[config.mk]
export PLATFORM = sky130hd
export DESIGN_NAME = ledger_top
export DESIGN_NICKNAME = d
export VERILOG_FILES = /design/src/hw/ledger_pkg.sv /design/src/hw/axil_regs.sv /design/src/hw/txn_control.sv /design/src/hw/key_table.sv /design/src/hw/account_ram.sv /design/src/hw/balance_datapath.sv /design/src/hw/ledger_top.sv
export VERILOG_INCLUDE_DIRS = /design/src /design/src/hw
export SDC_FILE = /design/constraint.sdc
export NUM_CORES = 1
export LEC_CHECK = 0
export BUFFER_PORTS_ARGS = -buffer_cell sky130_fd_sc_hd__buf_4
export CAP_MARGIN = 10
export CORE_MARGIN = 1.5
export CORE_UTILIZATION = 55
export CTS_CLUSTER_DIAMETER = 80
export DETAILED_ROUTE_END_ITERATION = 12
export PLACE_DENSITY = 0.76
export SETUP_SLACK_MARGIN = 0.05
export SYNTH_ARGS = -nofsm -noshare
export SYNTH_HDL_FRONTEND = slang
export SYNTH_SLANG_ARGS = --single-unit
[constraint.sdc]
create_clock -name clock -period 21.3 [get_ports clock]
set_clock_uncertainty 0.1 [all_clocks]
set_input_delay 3.195 -clock clock [delete_from_list [all_inputs] [get_ports clock]]
set_output_delay 3.195 -clock clock [all_outputs]
set_load 0.01 [all_outputs]
[src/hw/ledger_cfg.svh]
// Ledger configuration: account count, key generator constants and register map
`ifndef LEDGER_CFG_SVH
`define LEDGER_CFG_SVH

// Account table
`define LEDGER_NUM_ACCOUNTS 6
`define LEDGER_ACCT_W 3
`define LEDGER_START_BALANCE 32'd1000

// Galois LFSR used for the per-account keys
`define LEDGER_KEY_SEED 16'hACE1
`define LEDGER_KEY_TAPS 16'hB400

// AXI4-Lite byte offsets, low nibble of the address
`define LEDGER_REG_AMOUNT 4'h0
`define LEDGER_REG_CMD 4'h4
`define LEDGER_REG_STATUS 4'h8
`define LEDGER_REG_BALANCE 4'hC

`endif

[src/hw/ledger_pkg.sv]
// Ledger package holding the AXI4-Lite bundles, transaction records and result codes
`default_nettype none

`include "ledger_cfg.svh"

package ledger_pkg;

	typedef enum logic [1:0] {
		RESP_OKAY = 2'b00,
		RESP_SLVERR = 2'b10
	} axi_resp_e;

	// Master side of AW, W and B
	typedef struct packed {
		logic [31:0] awaddr;
		logic awvalid;
		logic [31:0] wdata;
		logic [3:0] wstrb;
		logic wvalid;
		logic bready;
	} axil_wr_req_t;

	typedef struct packed {
		logic awready;
		logic wready;
		logic bvalid;
		axi_resp_e bresp;
	} axil_wr_rsp_t;

	typedef struct packed {
		logic [31:0] araddr;
		logic arvalid;
		logic rready;
	} axil_rd_req_t;

	typedef struct packed {
		logic arready;
		logic [31:0] rdata;
		axi_resp_e rresp;
		logic rvalid;
	} axil_rd_rsp_t;

	typedef enum logic [1:0] {
		DEPOSIT = 2'd0,
		WITHDRAW = 2'd1,
		QUERY = 2'd2
	} txn_op_e;

	typedef enum logic [2:0] {
		OK = 3'd0,
		BAD_ACCOUNT = 3'd1,
		BAD_KEY = 3'd2,
		NO_FUNDS = 3'd3,
		OVERFLOW = 3'd4
	} txn_code_e;

	typedef struct packed {
		txn_op_e op;
		logic [`LEDGER_ACCT_W-1:0] account;
		logic [15:0] key;
		logic [31:0] amount;
	} txn_req_t;

	// One memory word
	typedef struct packed {
		logic [15:0] key;
		logic [31:0] balance;
	} account_rec_t;

	typedef struct packed {
		txn_code_e code;
		logic [31:0] balance;
	} txn_result_t;

	// CMD register layout, op in [1:0], account from bit 8, key in [31:16]
	typedef struct packed {
		logic [15:0] key;
		logic [7-`LEDGER_ACCT_W:0] rsvd1;
		logic [`LEDGER_ACCT_W-1:0] account;
		logic [5:0] rsvd0;
		txn_op_e op;
	} cmd_word_t;

	// STATUS register layout
	typedef struct packed {
		logic [24:0] rsvd1;
		txn_code_e code;    // Bits 6:4
		logic [1:0] rsvd0;
		logic busy;         // Bit 1
		logic ready;        // Bit 0
	} status_word_t;

	typedef enum logic [2:0] {
		ST_KEY_START,
		ST_INIT,
		ST_IDLE,
		ST_READ,
		ST_CHECK,
		ST_STORE,
		ST_POST
	} txn_state_e;

endpackage

`default_nettype wire

[src/hw/axil_regs.sv]
// AXI4-Lite register block: amount register, command launch, status and balance readback
`default_nettype none

`include "ledger_cfg.svh"

module axil_regs import ledger_pkg::*; (
	input  logic         clock,
	input  logic         rst_n,
	input  axil_wr_req_t wr_req,
	output axil_wr_rsp_t wr_rsp,
	input  axil_rd_req_t rd_req,
	output axil_rd_rsp_t rd_rsp,
	output txn_req_t     cmd,
	output logic         cmd_valid,
	input  txn_result_t  result,
	input  logic         result_valid,
	input  logic         busy,
	input  logic         ready
);
	logic aw_seen;
	logic w_seen;
	logic [3:0] awaddr_q;
	logic [31:0] wdata_q;
	logic [3:0] wstrb_q;
	logic bvalid_q;
	axi_resp_e bresp_q;
	logic aw_fire;
	logic w_fire;
	logic wr_go;
	logic [3:0] wr_off;
	logic [31:0] wr_data;
	logic [3:0] wr_strb;
	cmd_word_t cmd_word;
	logic cmd_ok;
	logic [31:0] amount_q;
	txn_result_t last_q;
	status_word_t status;
	logic [31:0] rd_word;
	logic rvalid_q;
	logic [31:0] rdata_q;

	// Each channel closes once captured, reopens after the B handshake
	assign wr_rsp.awready = !aw_seen && !bvalid_q;
	assign wr_rsp.wready = !w_seen && !bvalid_q;
	assign wr_rsp.bvalid = bvalid_q;
	assign wr_rsp.bresp = bresp_q;

	assign aw_fire = wr_req.awvalid && wr_rsp.awready;
	assign w_fire = wr_req.wvalid && wr_rsp.wready;
	assign wr_go = (aw_seen || aw_fire) && (w_seen || w_fire);   // Later half arrives
	assign wr_off = aw_fire ? wr_req.awaddr[3:0] : awaddr_q;
	assign wr_data = w_fire ? wr_req.wdata : wdata_q;
	assign wr_strb = w_fire ? wr_req.wstrb : wstrb_q;
	assign cmd_word = cmd_word_t'(wr_data);
	assign cmd_ok = ready && !busy && !cmd_valid;   // Pending launch counts as busy

	always_ff @(posedge clock)
	begin
		if (!rst_n)
		begin
			aw_seen <= 1'b0;
			w_seen <= 1'b0;
			bvalid_q <= 1'b0;
			bresp_q <= RESP_OKAY;
			cmd_valid <= 1'b0;
		end
		else
		begin
			cmd_valid <= 1'b0;
			if (wr_go)
			begin
				aw_seen <= 1'b0;
				w_seen <= 1'b0;
				bvalid_q <= 1'b1;
				case (wr_off)
					`LEDGER_REG_AMOUNT: bresp_q <= RESP_OKAY;
					`LEDGER_REG_CMD:
					begin
						cmd_valid <= cmd_ok;
						bresp_q <= cmd_ok ? RESP_OKAY : RESP_SLVERR;
					end
					default: bresp_q <= RESP_SLVERR;   // Read-only or unmapped
				endcase
			end
			else
			begin
				if (aw_fire)
					aw_seen <= 1'b1;
				if (w_fire)
					w_seen <= 1'b1;
			end
			if (bvalid_q && wr_req.bready)
				bvalid_q <= 1'b0;
		end
	end

	always_ff @(posedge clock)
	begin
		if (aw_fire)
			awaddr_q <= wr_req.awaddr[3:0];
		if (w_fire)
		begin
			wdata_q <= wr_req.wdata;
			wstrb_q <= wr_req.wstrb;
		end
		if (wr_go && wr_off == `LEDGER_REG_CMD && cmd_ok)
			cmd <= '{op: cmd_word.op, account: cmd_word.account, key: cmd_word.key,
				amount: amount_q};
	end

	always_ff @(posedge clock)
	begin
		if (!rst_n)
		begin
			amount_q <= '0;
			last_q <= '{code: OK, balance: '0};
		end
		else
		begin
			if (wr_go && wr_off == `LEDGER_REG_AMOUNT)
				for (int b = 0; b < 4; b++)
					if (wr_strb[b])
						amount_q[8*b +: 8] <= wr_data[8*b +: 8];
			if (result_valid)
				last_q <= result;   // Kept for STATUS and BALANCE
		end
	end

	assign status = '{rsvd1: '0, code: last_q.code, rsvd0: '0, busy: busy, ready: ready};

	always_comb
	begin
		case (rd_req.araddr[3:0])
			`LEDGER_REG_AMOUNT: rd_word = amount_q;
			`LEDGER_REG_STATUS: rd_word = status;
			`LEDGER_REG_BALANCE: rd_word = last_q.balance;
			default: rd_word = '0;
		endcase
	end

	always_ff @(posedge clock)
	begin
		if (!rst_n)
			rvalid_q <= 1'b0;
		else if (rd_req.arvalid && rd_rsp.arready)
			rvalid_q <= 1'b1;
		else if (rd_req.rready)
			rvalid_q <= 1'b0;
	end

	always_ff @(posedge clock)
	begin
		if (rd_req.arvalid && rd_rsp.arready)
			rdata_q <= rd_word;
	end

	assign rd_rsp.arready = !rvalid_q;   // One read in flight
	assign rd_rsp.rdata = rdata_q;
	assign rd_rsp.rresp = RESP_OKAY;
	assign rd_rsp.rvalid = rvalid_q;

endmodule

`default_nettype wire

[src/hw/txn_control.sv]
// Ledger controller that fills the account memory at start-up and then runs each transaction
`default_nettype none

`include "ledger_cfg.svh"

module txn_control import ledger_pkg::*; (
	input  logic                      clock,
	input  logic                      rst_n,
	input  txn_req_t                  cmd,
	input  logic                      cmd_valid,
	input  logic [15:0]               key,
	input  logic                      key_valid,
	output logic                      key_start,
	output logic [`LEDGER_ACCT_W-1:0] ram_waddr,
	output logic [`LEDGER_ACCT_W-1:0] ram_raddr,
	output logic                      ram_we,
	output account_rec_t              ram_wdata,
	output logic                      chk_en,
	output txn_req_t                  chk_req,
	input  account_rec_t              chk_new,
	input  txn_result_t               chk_result,
	output txn_result_t               result,
	output logic                      result_valid,
	output logic                      busy,
	output logic                      ready
);
	txn_state_e state;
	txn_req_t req_q;
	logic [`LEDGER_ACCT_W-1:0] init_idx;
	logic in_init;
	logic bad_acct;
	logic store_ok;

	assign in_init = (state == ST_INIT);
	assign bad_acct = int'(req_q.account) >= `LEDGER_NUM_ACCOUNTS;

	always_ff @(posedge clock)
	begin
		if (!rst_n)
		begin
			state <= ST_KEY_START;
			init_idx <= '0;
		end
		else
		begin
			case (state)
				ST_KEY_START: state <= ST_INIT;
				ST_INIT:
				begin
					if (key_valid)
					begin
						init_idx <= init_idx + 1'b1;
						if (int'(init_idx) == `LEDGER_NUM_ACCOUNTS - 1)
							state <= ST_IDLE;
					end
				end
				ST_IDLE:
				begin
					if (cmd_valid)
						state <= ST_READ;
				end
				ST_READ: state <= ST_CHECK;     // RAM registers the record
				ST_CHECK: state <= ST_STORE;    // Datapath registers the verdict
				ST_STORE: state <= ST_POST;
				ST_POST: state <= ST_IDLE;
				default: state <= ST_IDLE;
			endcase
		end
	end

	always_ff @(posedge clock)
	begin
		if (state == ST_IDLE && cmd_valid)
			req_q <= cmd;
	end

	assign key_start = (state == ST_KEY_START);

	// Out-of-range accounts never reach the memory or the datapath
	assign ram_raddr = bad_acct ? '0 : req_q.account;
	assign chk_en = (state == ST_CHECK) && !bad_acct;
	assign chk_req = req_q;

	assign store_ok = (state == ST_STORE) && !bad_acct && chk_result.code == OK
		&& req_q.op != QUERY;
	assign ram_we = (in_init && key_valid) || store_ok;
	assign ram_waddr = in_init ? init_idx : req_q.account;
	assign ram_wdata = in_init ? account_rec_t'{key: key, balance: `LEDGER_START_BALANCE}
		: chk_new;

	always_comb
	begin
		if (bad_acct)
			result = '{code: BAD_ACCOUNT, balance: '0};
		else
			result = chk_result;
	end

	assign result_valid = (state == ST_POST);
	assign busy = (state == ST_READ) || (state == ST_CHECK) || (state == ST_STORE);
	assign ready = (state != ST_KEY_START) && !in_init;

endmodule

`default_nettype wire

[src/hw/key_table.sv]
// Key generator: Galois LFSR that emits one 16-bit key per account every 16 steps
`default_nettype none

`include "ledger_cfg.svh"

module key_table (
	input  logic        clock,
	input  logic        rst_n,
	input  logic        start,
	output logic [15:0] key,
	output logic        key_valid
);
	logic [15:0] lfsr_q;
	logic [15:0] lfsr_d;
	logic [3:0] step_cnt;
	logic [`LEDGER_ACCT_W-1:0] key_cnt;
	logic running;

	// Shift right, fold taps back in when a one falls out
	assign lfsr_d = {1'b0, lfsr_q[15:1]} ^ (lfsr_q[0] ? `LEDGER_KEY_TAPS : 16'h0000);

	always_ff @(posedge clock)
	begin
		if (!rst_n)
		begin
			running <= 1'b0;
			step_cnt <= '0;
			key_cnt <= '0;
			key_valid <= 1'b0;
		end
		else
		begin
			key_valid <= 1'b0;
			if (start)
			begin
				running <= 1'b1;
				step_cnt <= '0;
				key_cnt <= '0;
			end
			else if (running)
			begin
				step_cnt <= step_cnt + 1'b1;
				if (step_cnt == 4'd15)
				begin
					key_valid <= 1'b1;
					key_cnt <= key_cnt + 1'b1;
					if (int'(key_cnt) == `LEDGER_NUM_ACCOUNTS - 1)
						running <= 1'b0;   // Last account done
				end
			end
		end
	end

	always_ff @(posedge clock)
	begin
		if (start)
			lfsr_q <= `LEDGER_KEY_SEED;
		else if (running)
			lfsr_q <= lfsr_d;
		if (running && step_cnt == 4'd15)
			key <= lfsr_d;   // State after the 16th step
	end

endmodule

`default_nettype wire

[src/hw/account_ram.sv]
// Account memory: one record per account, registered read port and separate write port
`default_nettype none

`include "ledger_cfg.svh"

module account_ram import ledger_pkg::*; (
	input  logic                      clock,
	input  logic                      we,
	input  logic [`LEDGER_ACCT_W-1:0] waddr,
	input  account_rec_t              wdata,
	input  logic [`LEDGER_ACCT_W-1:0] raddr,
	output account_rec_t              rdata
);
	account_rec_t mem [`LEDGER_NUM_ACCOUNTS];

	// Write port
	always_ff @(posedge clock)
	begin
		if (we)
			mem[waddr] <= wdata;
	end

	// Same-cycle write and read return the old record
	always_ff @(posedge clock)
	begin
		rdata <= mem[raddr];
	end

endmodule

`default_nettype wire

[src/hw/balance_datapath.sv]
// Balance datapath: checks key, funds and overflow and registers the new balance and code
`default_nettype none

module balance_datapath import ledger_pkg::*; (
	input  logic         clock,
	input  logic         rst_n,
	input  logic         en,
	input  txn_req_t     req,
	input  account_rec_t rec,
	output account_rec_t new_rec,
	output txn_result_t  result
);
	logic [32:0] sum;
	logic [32:0] diff;
	txn_code_e code_d;
	logic [31:0] bal_d;

	assign sum = {1'b0, rec.balance} + {1'b0, req.amount};   // Bit 32 is the carry
	assign diff = {1'b0, rec.balance} - {1'b0, req.amount};  // Bit 32 is the borrow

	always_comb
	begin
		code_d = OK;
		bal_d = rec.balance;
		if (req.key != rec.key)
			code_d = BAD_KEY;
		else
		begin
			case (req.op)
				DEPOSIT:
				begin
					if (sum[32])
						code_d = OVERFLOW;
					else
						bal_d = sum[31:0];
				end
				WITHDRAW:
				begin
					if (diff[32])
						code_d = NO_FUNDS;
					else
						bal_d = diff[31:0];
				end
				default: bal_d = rec.balance;   // Query and unused op
			endcase
		end
	end

	always_ff @(posedge clock)
	begin
		if (!rst_n)
			result <= '{code: OK, balance: '0};
		else if (en)
			result <= '{code: code_d, balance: bal_d};
	end

	always_ff @(posedge clock)
	begin
		if (en)
			new_rec <= '{key: rec.key, balance: bal_d};
	end

endmodule

`default_nettype wire

[src/hw/ledger_top.sv]
// Ledger top level: AXI4-Lite registers, controller, key generator, memory and datapath
`default_nettype none

`include "ledger_cfg.svh"

module ledger_top import ledger_pkg::*; (
	input  logic         clock,
	input  logic         rst_n,
	input  axil_wr_req_t wr_req,
	output axil_wr_rsp_t wr_rsp,
	input  axil_rd_req_t rd_req,
	output axil_rd_rsp_t rd_rsp
);
	txn_req_t cmd;
	logic cmd_valid;
	txn_result_t result;
	logic result_valid;
	logic busy;
	logic ready;
	logic key_start;
	logic [15:0] key;
	logic key_valid;
	logic ram_we;
	logic [`LEDGER_ACCT_W-1:0] ram_waddr;
	logic [`LEDGER_ACCT_W-1:0] ram_raddr;
	account_rec_t ram_wdata;
	account_rec_t ram_rdata;
	logic chk_en;
	txn_req_t chk_req;
	account_rec_t chk_new;
	txn_result_t chk_result;

	axil_regs regs_i (
		.clock(clock), .rst_n(rst_n),
		.wr_req(wr_req), .wr_rsp(wr_rsp), .rd_req(rd_req), .rd_rsp(rd_rsp),
		.cmd(cmd), .cmd_valid(cmd_valid),
		.result(result), .result_valid(result_valid),
		.busy(busy), .ready(ready)
	);

	txn_control ctrl_i (
		.clock(clock), .rst_n(rst_n),
		.cmd(cmd), .cmd_valid(cmd_valid),
		.key(key), .key_valid(key_valid), .key_start(key_start),
		.ram_waddr(ram_waddr), .ram_raddr(ram_raddr), .ram_we(ram_we), .ram_wdata(ram_wdata),
		.chk_en(chk_en), .chk_req(chk_req), .chk_new(chk_new), .chk_result(chk_result),
		.result(result), .result_valid(result_valid),
		.busy(busy), .ready(ready)
	);

	key_table keys_i (
		.clock(clock), .rst_n(rst_n),
		.start(key_start), .key(key), .key_valid(key_valid)
	);

	account_ram ram_i (
		.clock(clock),
		.we(ram_we), .waddr(ram_waddr), .wdata(ram_wdata),
		.raddr(ram_raddr), .rdata(ram_rdata)
	);

	balance_datapath dp_i (
		.clock(clock), .rst_n(rst_n),
		.en(chk_en), .req(chk_req), .rec(ram_rdata),
		.new_rec(chk_new), .result(chk_result)
	);

endmodule

`default_nettype wire

# Word level (Yosys, flattened, before mapping)
# Memories as Yosys holds them, arrays and structs flattened. A register that Yosys moved wholly into a read port is not among the register bits.
# Cells that the tools add are included.
[classes]
n_reduce_logical = 52
muxes = 32
addsub = 5
bitwise = 3
n_eq_ne = 18
order_cmp = 1
[ops]
columns = ["op", "count"]
rows = [
  ["32-bit 2-to-1 mux", 4],
  ["32-bit one-hot mux with 3 select lines", 1],
  ["32-bit one-hot mux with 2 select lines", 1],
  ["48-bit 2-to-1 mux", 1],
  ["35-bit 2-to-1 mux", 1],
  ["32-bit by 32-bit adder with 33-bit output", 1],
  ["32-bit by 32-bit subtractor with 33-bit output", 1],
  ["3-bit 2-to-1 mux", 7],
  ["1-bit logical AND", 20],
  ["3-bit one-hot mux with 6 select lines", 1],
  ["16-bit 2-to-1 mux", 1],
  ["16-bit != test", 1],
  ["15-bit by 16-bit bitwise XOR with 16-bit output", 1],
  ["3-bit == test, second input constant", 5],
  ["4-bit == test, second input constant", 3],
  ["2-bit AND reduction", 6],
  ["1-bit 2-to-1 mux", 9],
  ["1-bit zero test", 8],
  ["4-bit zero test", 2],
  ["4-bit 2-to-1 mux", 2],
  ["3-bit by 1-bit adder with 3-bit output, second input constant", 2],
  ["3-bit by 2-bit == test with 1-bit output, second input constant", 2],
  ["3-bit zero test", 2],
  ["2-bit != test, second input constant", 3],
  ["other kinds (17)", 26],
]
[totals]
memories = 1
ram_bits = 288
input_bits = 107
ff_bits = 382
[memory_table]
columns = ["memory", "depth", "width", "read_ports", "rd_clocked_by_memory_dff", "write_ports", "line", "rtl"]
rows = [
  ["ram_i.mem", 6, 48, 1, 1, 1, "account_ram.sv:14", "account_rec_t mem [`LEDGER_NUM_ACCOUNTS];"],
]

# Longest topological paths before layout
[logic_depth]
depth_word = 8
mapped_depth = 16

# By module
# A second synthesis with hierarchy kept.
[hier_totals]
cells_unflattened = 2331
area_unflattened_um2 = 30595.6
[modules_own_cells]
columns = ["module", "instances", "seq_area_each_um2", "area_per_inst_um2", "cells_each"]
rows = [
  ["account_ram", 1, 9609.2, 12082.8, 619],
  ["balance_datapath", 1, 2142.1, 7268.2, 887],
  ["axil_regs", 1, 4814.6, 7119.3, 518],
  ["txn_control", 1, 1711.6, 2660.1, 194],
  ["key_table", 1, 980.9, 1465.2, 113],
]

# Worst setup path after synthesis
# Ideal clock, no wire load.
[synth_timing]
path_kind = "input to register"
startpoint = "input port wr_req[38] in the netlist's numbering"
endpoint = "register, netlist name regs_i.cmd[0]"
slack_ns = 11.061
arrival_ns = 9.542
n_path_buf = 1
cell_stages = 5
setup_ns = 0.597
cell_sequence = "and2_1 -> clkbuf_1 -> mux2_2 -> or4_1 -> nor4_1"
[synth_via]
elab_chain_cells = 5
word_cells_on_any_way = 7
[synth_lines]
columns = ["item", "line", "rtl"]
rows = [
  ["from (decl)", "ledger_top.sv:9", "input axil_wr_req_t wr_req,"],
  ["1-bit logical AND", "axil_regs.sv:48", "assign aw_fire = wr_req.awvalid && wr_rsp.awready;"],
  ["4-bit 2-to-1 mux", "axil_regs.sv:51", "assign wr_off = aw_fire ? wr_req.awaddr[3:0] : awaddr_q;"],
  ["via regs_i.wr_off[1]", "axil_regs.sv:30", "logic [3:0] wr_off;"],
  ["4-bit by 3-bit == test with 1-bit output (no line)", "n/a", ""],
  ["1-bit logical AND (no line)", "n/a", ""],
  ["1-bit logical AND", "axil_regs.sv:106", "if (wr_go && wr_off == `LEDGER_REG_CMD && cmd_ok)"],
]
# The timed path passes the listed nets, and every way through them passes these cells.
# A chain may end at the register's enable or synchronous reset.

# Final worst setup path
[layout_timing]
startpoint = "input port wr_req[1] in the netlist's numbering"
endpoint = "register regs_i.amount_q[9]"
[layout_via]
elab_chain_cells = 5
word_cells_on_any_way = 7
[layout_lines]
columns = ["item", "line", "rtl"]
rows = [
  ["1-bit logical AND (*)", "axil_regs.sv:49", "assign w_fire = wr_req.wvalid && wr_rsp.wready;"],
  ["1-bit logical OR", "axil_regs.sv:50", "assign wr_go = (aw_seen || aw_fire) && (w_seen || w_fire);"],
  ["1-bit logical AND", "axil_regs.sv:50", ""],
  ["1-bit logical AND (no line)", "n/a", ""],
  ["2-bit AND reduction (no line)", "n/a", ""],
  ["to (signal, indexed assignment)", "axil_regs.sv:123", "amount_q[8*b +: 8] <= wr_data[8*b +: 8];"],
  ["to (decl)", "axil_regs.sv:35", "logic [31:0] amount_q;"],
]
# Every way passes the cells marked *; elsewhere a longest branch is shown, timed or not.

==> flow_metrics.env <==
export IMPL_drv_cap=0
export IMPL_hold_viol_final=0
export IMPL_synth_xor_area_share=0.0120
export IMPL_synth_area_leader_cell="edfxtp_1"
export IMPL_cts_hold_buf=0
export IMPL_hold_class="flop to flop"
export IMPL_status="complete, no violations"
export IMPL_timing_fmax_mhz=175
export IMPL_tightestPinTransition_ns=1.13
export IMPL_fillers=4042
export IMPL_worstSetupStartpointType="input port"
export IMPL_grt_max_degree=75
export IMPL_grt_antenna_before_repair=1
export IMPL_detail_route_antenna_nets=0
export IMPL_p_leak_uw=0.0122
export IMPL_cts_buffers=72
export IMPL_synth_ff_type="edfxtp_1"
export IMPL_total_power_uw=2910
export IMPL_cp_required_ns=21.67
export IMPL_cts_buffer_depth=3
export IMPL_grt_busiest_layer="met2"
export IMPL_p_per_area_nw_per_um2=84.9
export IMPL_dp_hpwl_mm=47.8
export IMPL_drt_wl_total_mm=74.6
export IMPL_grt_use_met1=0.373
export IMPL_yosys_warnings=0
export IMPL_synth_top_family_by_area="multiplexers"
export IMPL_die_width_um=239
export IMPL_post_cts_resized=0
export IMPL_finalMaxSlewViolations=0
export IMPL_grt_pass1_wl_mm=112
export IMPL_synth_top_area_share=0.481
export IMPL_insertion_delay_ns=0.62
export IMPL_synth_distinct_cells=92
export IMPL_finalWorstSetupSlack_ns=15.60
export IMPL_seq_area_um2=19300
export IMPL_synth_edf_count=490
export IMPL_critPathCaptureType="flop"
export IMPL_synthAdderAreaFrac=0.0299
export IMPL_ios=148
export IMPL_drive_above_1_share=0.227
export IMPL_grt_usage=0.264
export IMPL_rsz0062_at_grt="no"
export IMPL_die_y_um=239
export IMPL_start_util=0.556
export IMPL_grt_overflow_total=0
export IMPL_fin_util=0.624
export IMPL_synth_seq_cells=717
export IMPL_crit_type="input port to flop"
export IMPL_drc_errors=0
export IMPL_setup_viol=0
export IMPL_grt_met3_usage=0.0529
export IMPL_yosys_area_share_simple=0.0758
export IMPL_numPortBuffers=88
export IMPL_synth_area_per_cell_um2=13.6
export IMPL_multiInputGateArea_um2=10500
export IMPL_place_ws_ns=15.03
export IMPL_wire_per_inst_um=23.9
export IMPL_synth_seq_area_share=0.630
export IMPL_cp_max_fo=38
export IMPL_synth_compound_area_share=0.0959
export IMPL_globalRouteMet2Util=0.402
export IMPL_rows=86
export IMPL_diodes=0
export IMPL_finalCritPeriodShare=0.268
export IMPL_dr_pass1_iters=5
export IMPL_nets=2495
export IMPL_vias=18963
export IMPL_finalSetupTns_ns=0
export IMPL_post_cts_setup_buffer_count=0
export IMPL_htree_levels=3
export IMPL_layout_min_cycle_time_ns=5.70
export IMPL_slew_headroom=0.245
export IMPL_syn_area_um2=30600
export IMPL_synth_area_leaders="edfxtp_1 48%, dfxtp_1 15%, mux2_2 7.4%"
export IMPL_die_area_um2=57000
export IMPL_grt_pass1_vias=18833
export IMPL_gp_congestion=0.948
export IMPL_coreArea_um2=55000
export IMPL_clk_pin_slew_ns=0.06
export IMPL_ir_drop_mv=0.0769
export IMPL_area_growth_pct=12.2
export IMPL_worst_hold_slack_ns=0.313
export IMPL_synthCells=2249
export IMPL_detail_route_iter0_violations=1974
export IMPL_cts_tree="yes"
export IMPL_clock_sinks=717
export IMPL_drt_vias_per_instance=6.07
export IMPL_worstPathArrival_ns=6.07
export IMPL_synth_async_reset_ratio=0
export IMPL_r2r_slack_ns=16.40
export IMPL_synth_area_mux_share=0.127
export IMPL_cts_root_buffer="clkbuf_16"
metal layers:
metal,routed length [um],part of all wire
met5,0,0
met4,2410,0.032
met3,6820,0.091
met2,33700,0.45
met1,31700,0.42
cells in the mapped netlist, types with 5 or more instances:
cell type and instances:
a22oi_1 5, a221o_1 16, ha_1 70, o31a_1 5
a21o_1 20, o31ai_1 7, nor2b_1 41, nand3_1 51
or2_2 9, o21a_1 9, buf_4 7, o21ai_0 64
nor3_1 32, and2_1 6, a221oi_1 7, nor4_1 15
mux4_2 48, nand2_1 116, a31oi_1 16, mux2i_1 54
xor2_1 24, nand2b_1 11, and3_1 9, buf_2 18
a21oi_1 107, nor3b_1 5, clkbuf_1 93, a22o_1 34
or3_1 14, a211oi_1 13, xnor2_1 18, buf_1 7
edfxtp_1 490, mux2_2 200, o221ai_1 10, o211ai_1 12
o21bai_1 5, o21ba_2 5, nor2_1 154, o22ai_1 5
o21ai_1 7, dfxtp_1 227, inv_1 90, a211o_1 6
power breakdown:
| part | internal (uW) | total (uW) | switching, uW |
|---|---|---|---|
| sequential | 1530 | 1550 | 17.3 |
| clock | 711 | 1230 | 521 |
| combinational | 54.2 | 133 | 79.1 |
| total | 2290 | 2910 | 618 |
flip-flops by register name, indices dropped and copies added (netlist names), 35 cells and up:
register and count:
dp_i.new_rec 48, regs_i.last_q 35, ctrl_i.chk_req 53, ram_i.rdata 48, regs_i.cmd 53, ram_i.mem 288
dp_i.result 35
logic make-up (layout without fill, tap and decap cells):
| group | Yosys count | in the layout |
|---|---|---|
| XOR/XNOR | 42 | 42 |
| other | 1 | 3 |
| AO/OA/AOI/OAI | 408 | 408 |
| AND/OR/NAND/NOR | 486 | 486 |
| buffers and inverters | 221 | 344 |
| multiplexers | 302 | 302 |
| adder cells (fa/ha/maj) | 72 | 72 |
| flip-flops | 717 | 717 |
critical path, stage by stage:
cell and delay [ns]:
buf_4 0.07, and2_2 0.80, o22ai_1 0.29, or4_1 0.52
inv_1 0.18, and3_1 0.64, mux2i_1 0.30, nor2_1 0.07
cells in the final DEF (no fill, tap or decap), types with 54 or more instances in the layout:
cell / count
edfxtp_1: 490
mux2_2: 200
o21ai_0: 64
clkbuf_16: 72
mux2i_1: 54
inv_1: 89
a21oi_1: 107
buf_4: 120
nor2_1: 147
nand2_1: 115
dfxtp_1: 227
ha_1: 70
final cells by class:
class,instances,share of cell area
clock buffers,104,0.0595
clock inverters,28,0.00824
inverters,92,0.0101
multi-input cells,1313,0.307
flip-flops and latches,717,0.561
well taps,748,0.0273
repair buffers,120,0.0263
worst paths after layout:
| path | cells past startpoint | to | startpoint |
|---|---|---|---|
| setup / recovery | 8 | regs_i.amount_q[9]$_SDFFE_PN0P_ | wr_req[1] |
| hold reg to reg | 0 | ctrl_i.chk_req[50]$_DFFE_PP_ | regs_i.cmd[50]$_DFFE_PP_ |
| setup reg to reg | 13 | dp_i.new_rec[8]$_DFFE_PP_ | ram_i.rdata[0]$_DFF_P_ |
| hold / removal | 0 | ctrl_i.chk_req[50]$_DFFE_PP_ | regs_i.cmd[50]$_DFFE_PP_ |
per-stage QoR:
stage / std cells / cell area [um2]
after floorplan: 2251 / 30600
after global placement: 2990 / 32000
after detailed placement: 2990 / 32000
after CTS: 3122 / 34300
after global routing: 3122 / 34300
final: 3122 / 34300
Power figures use the tool's default switching activity.
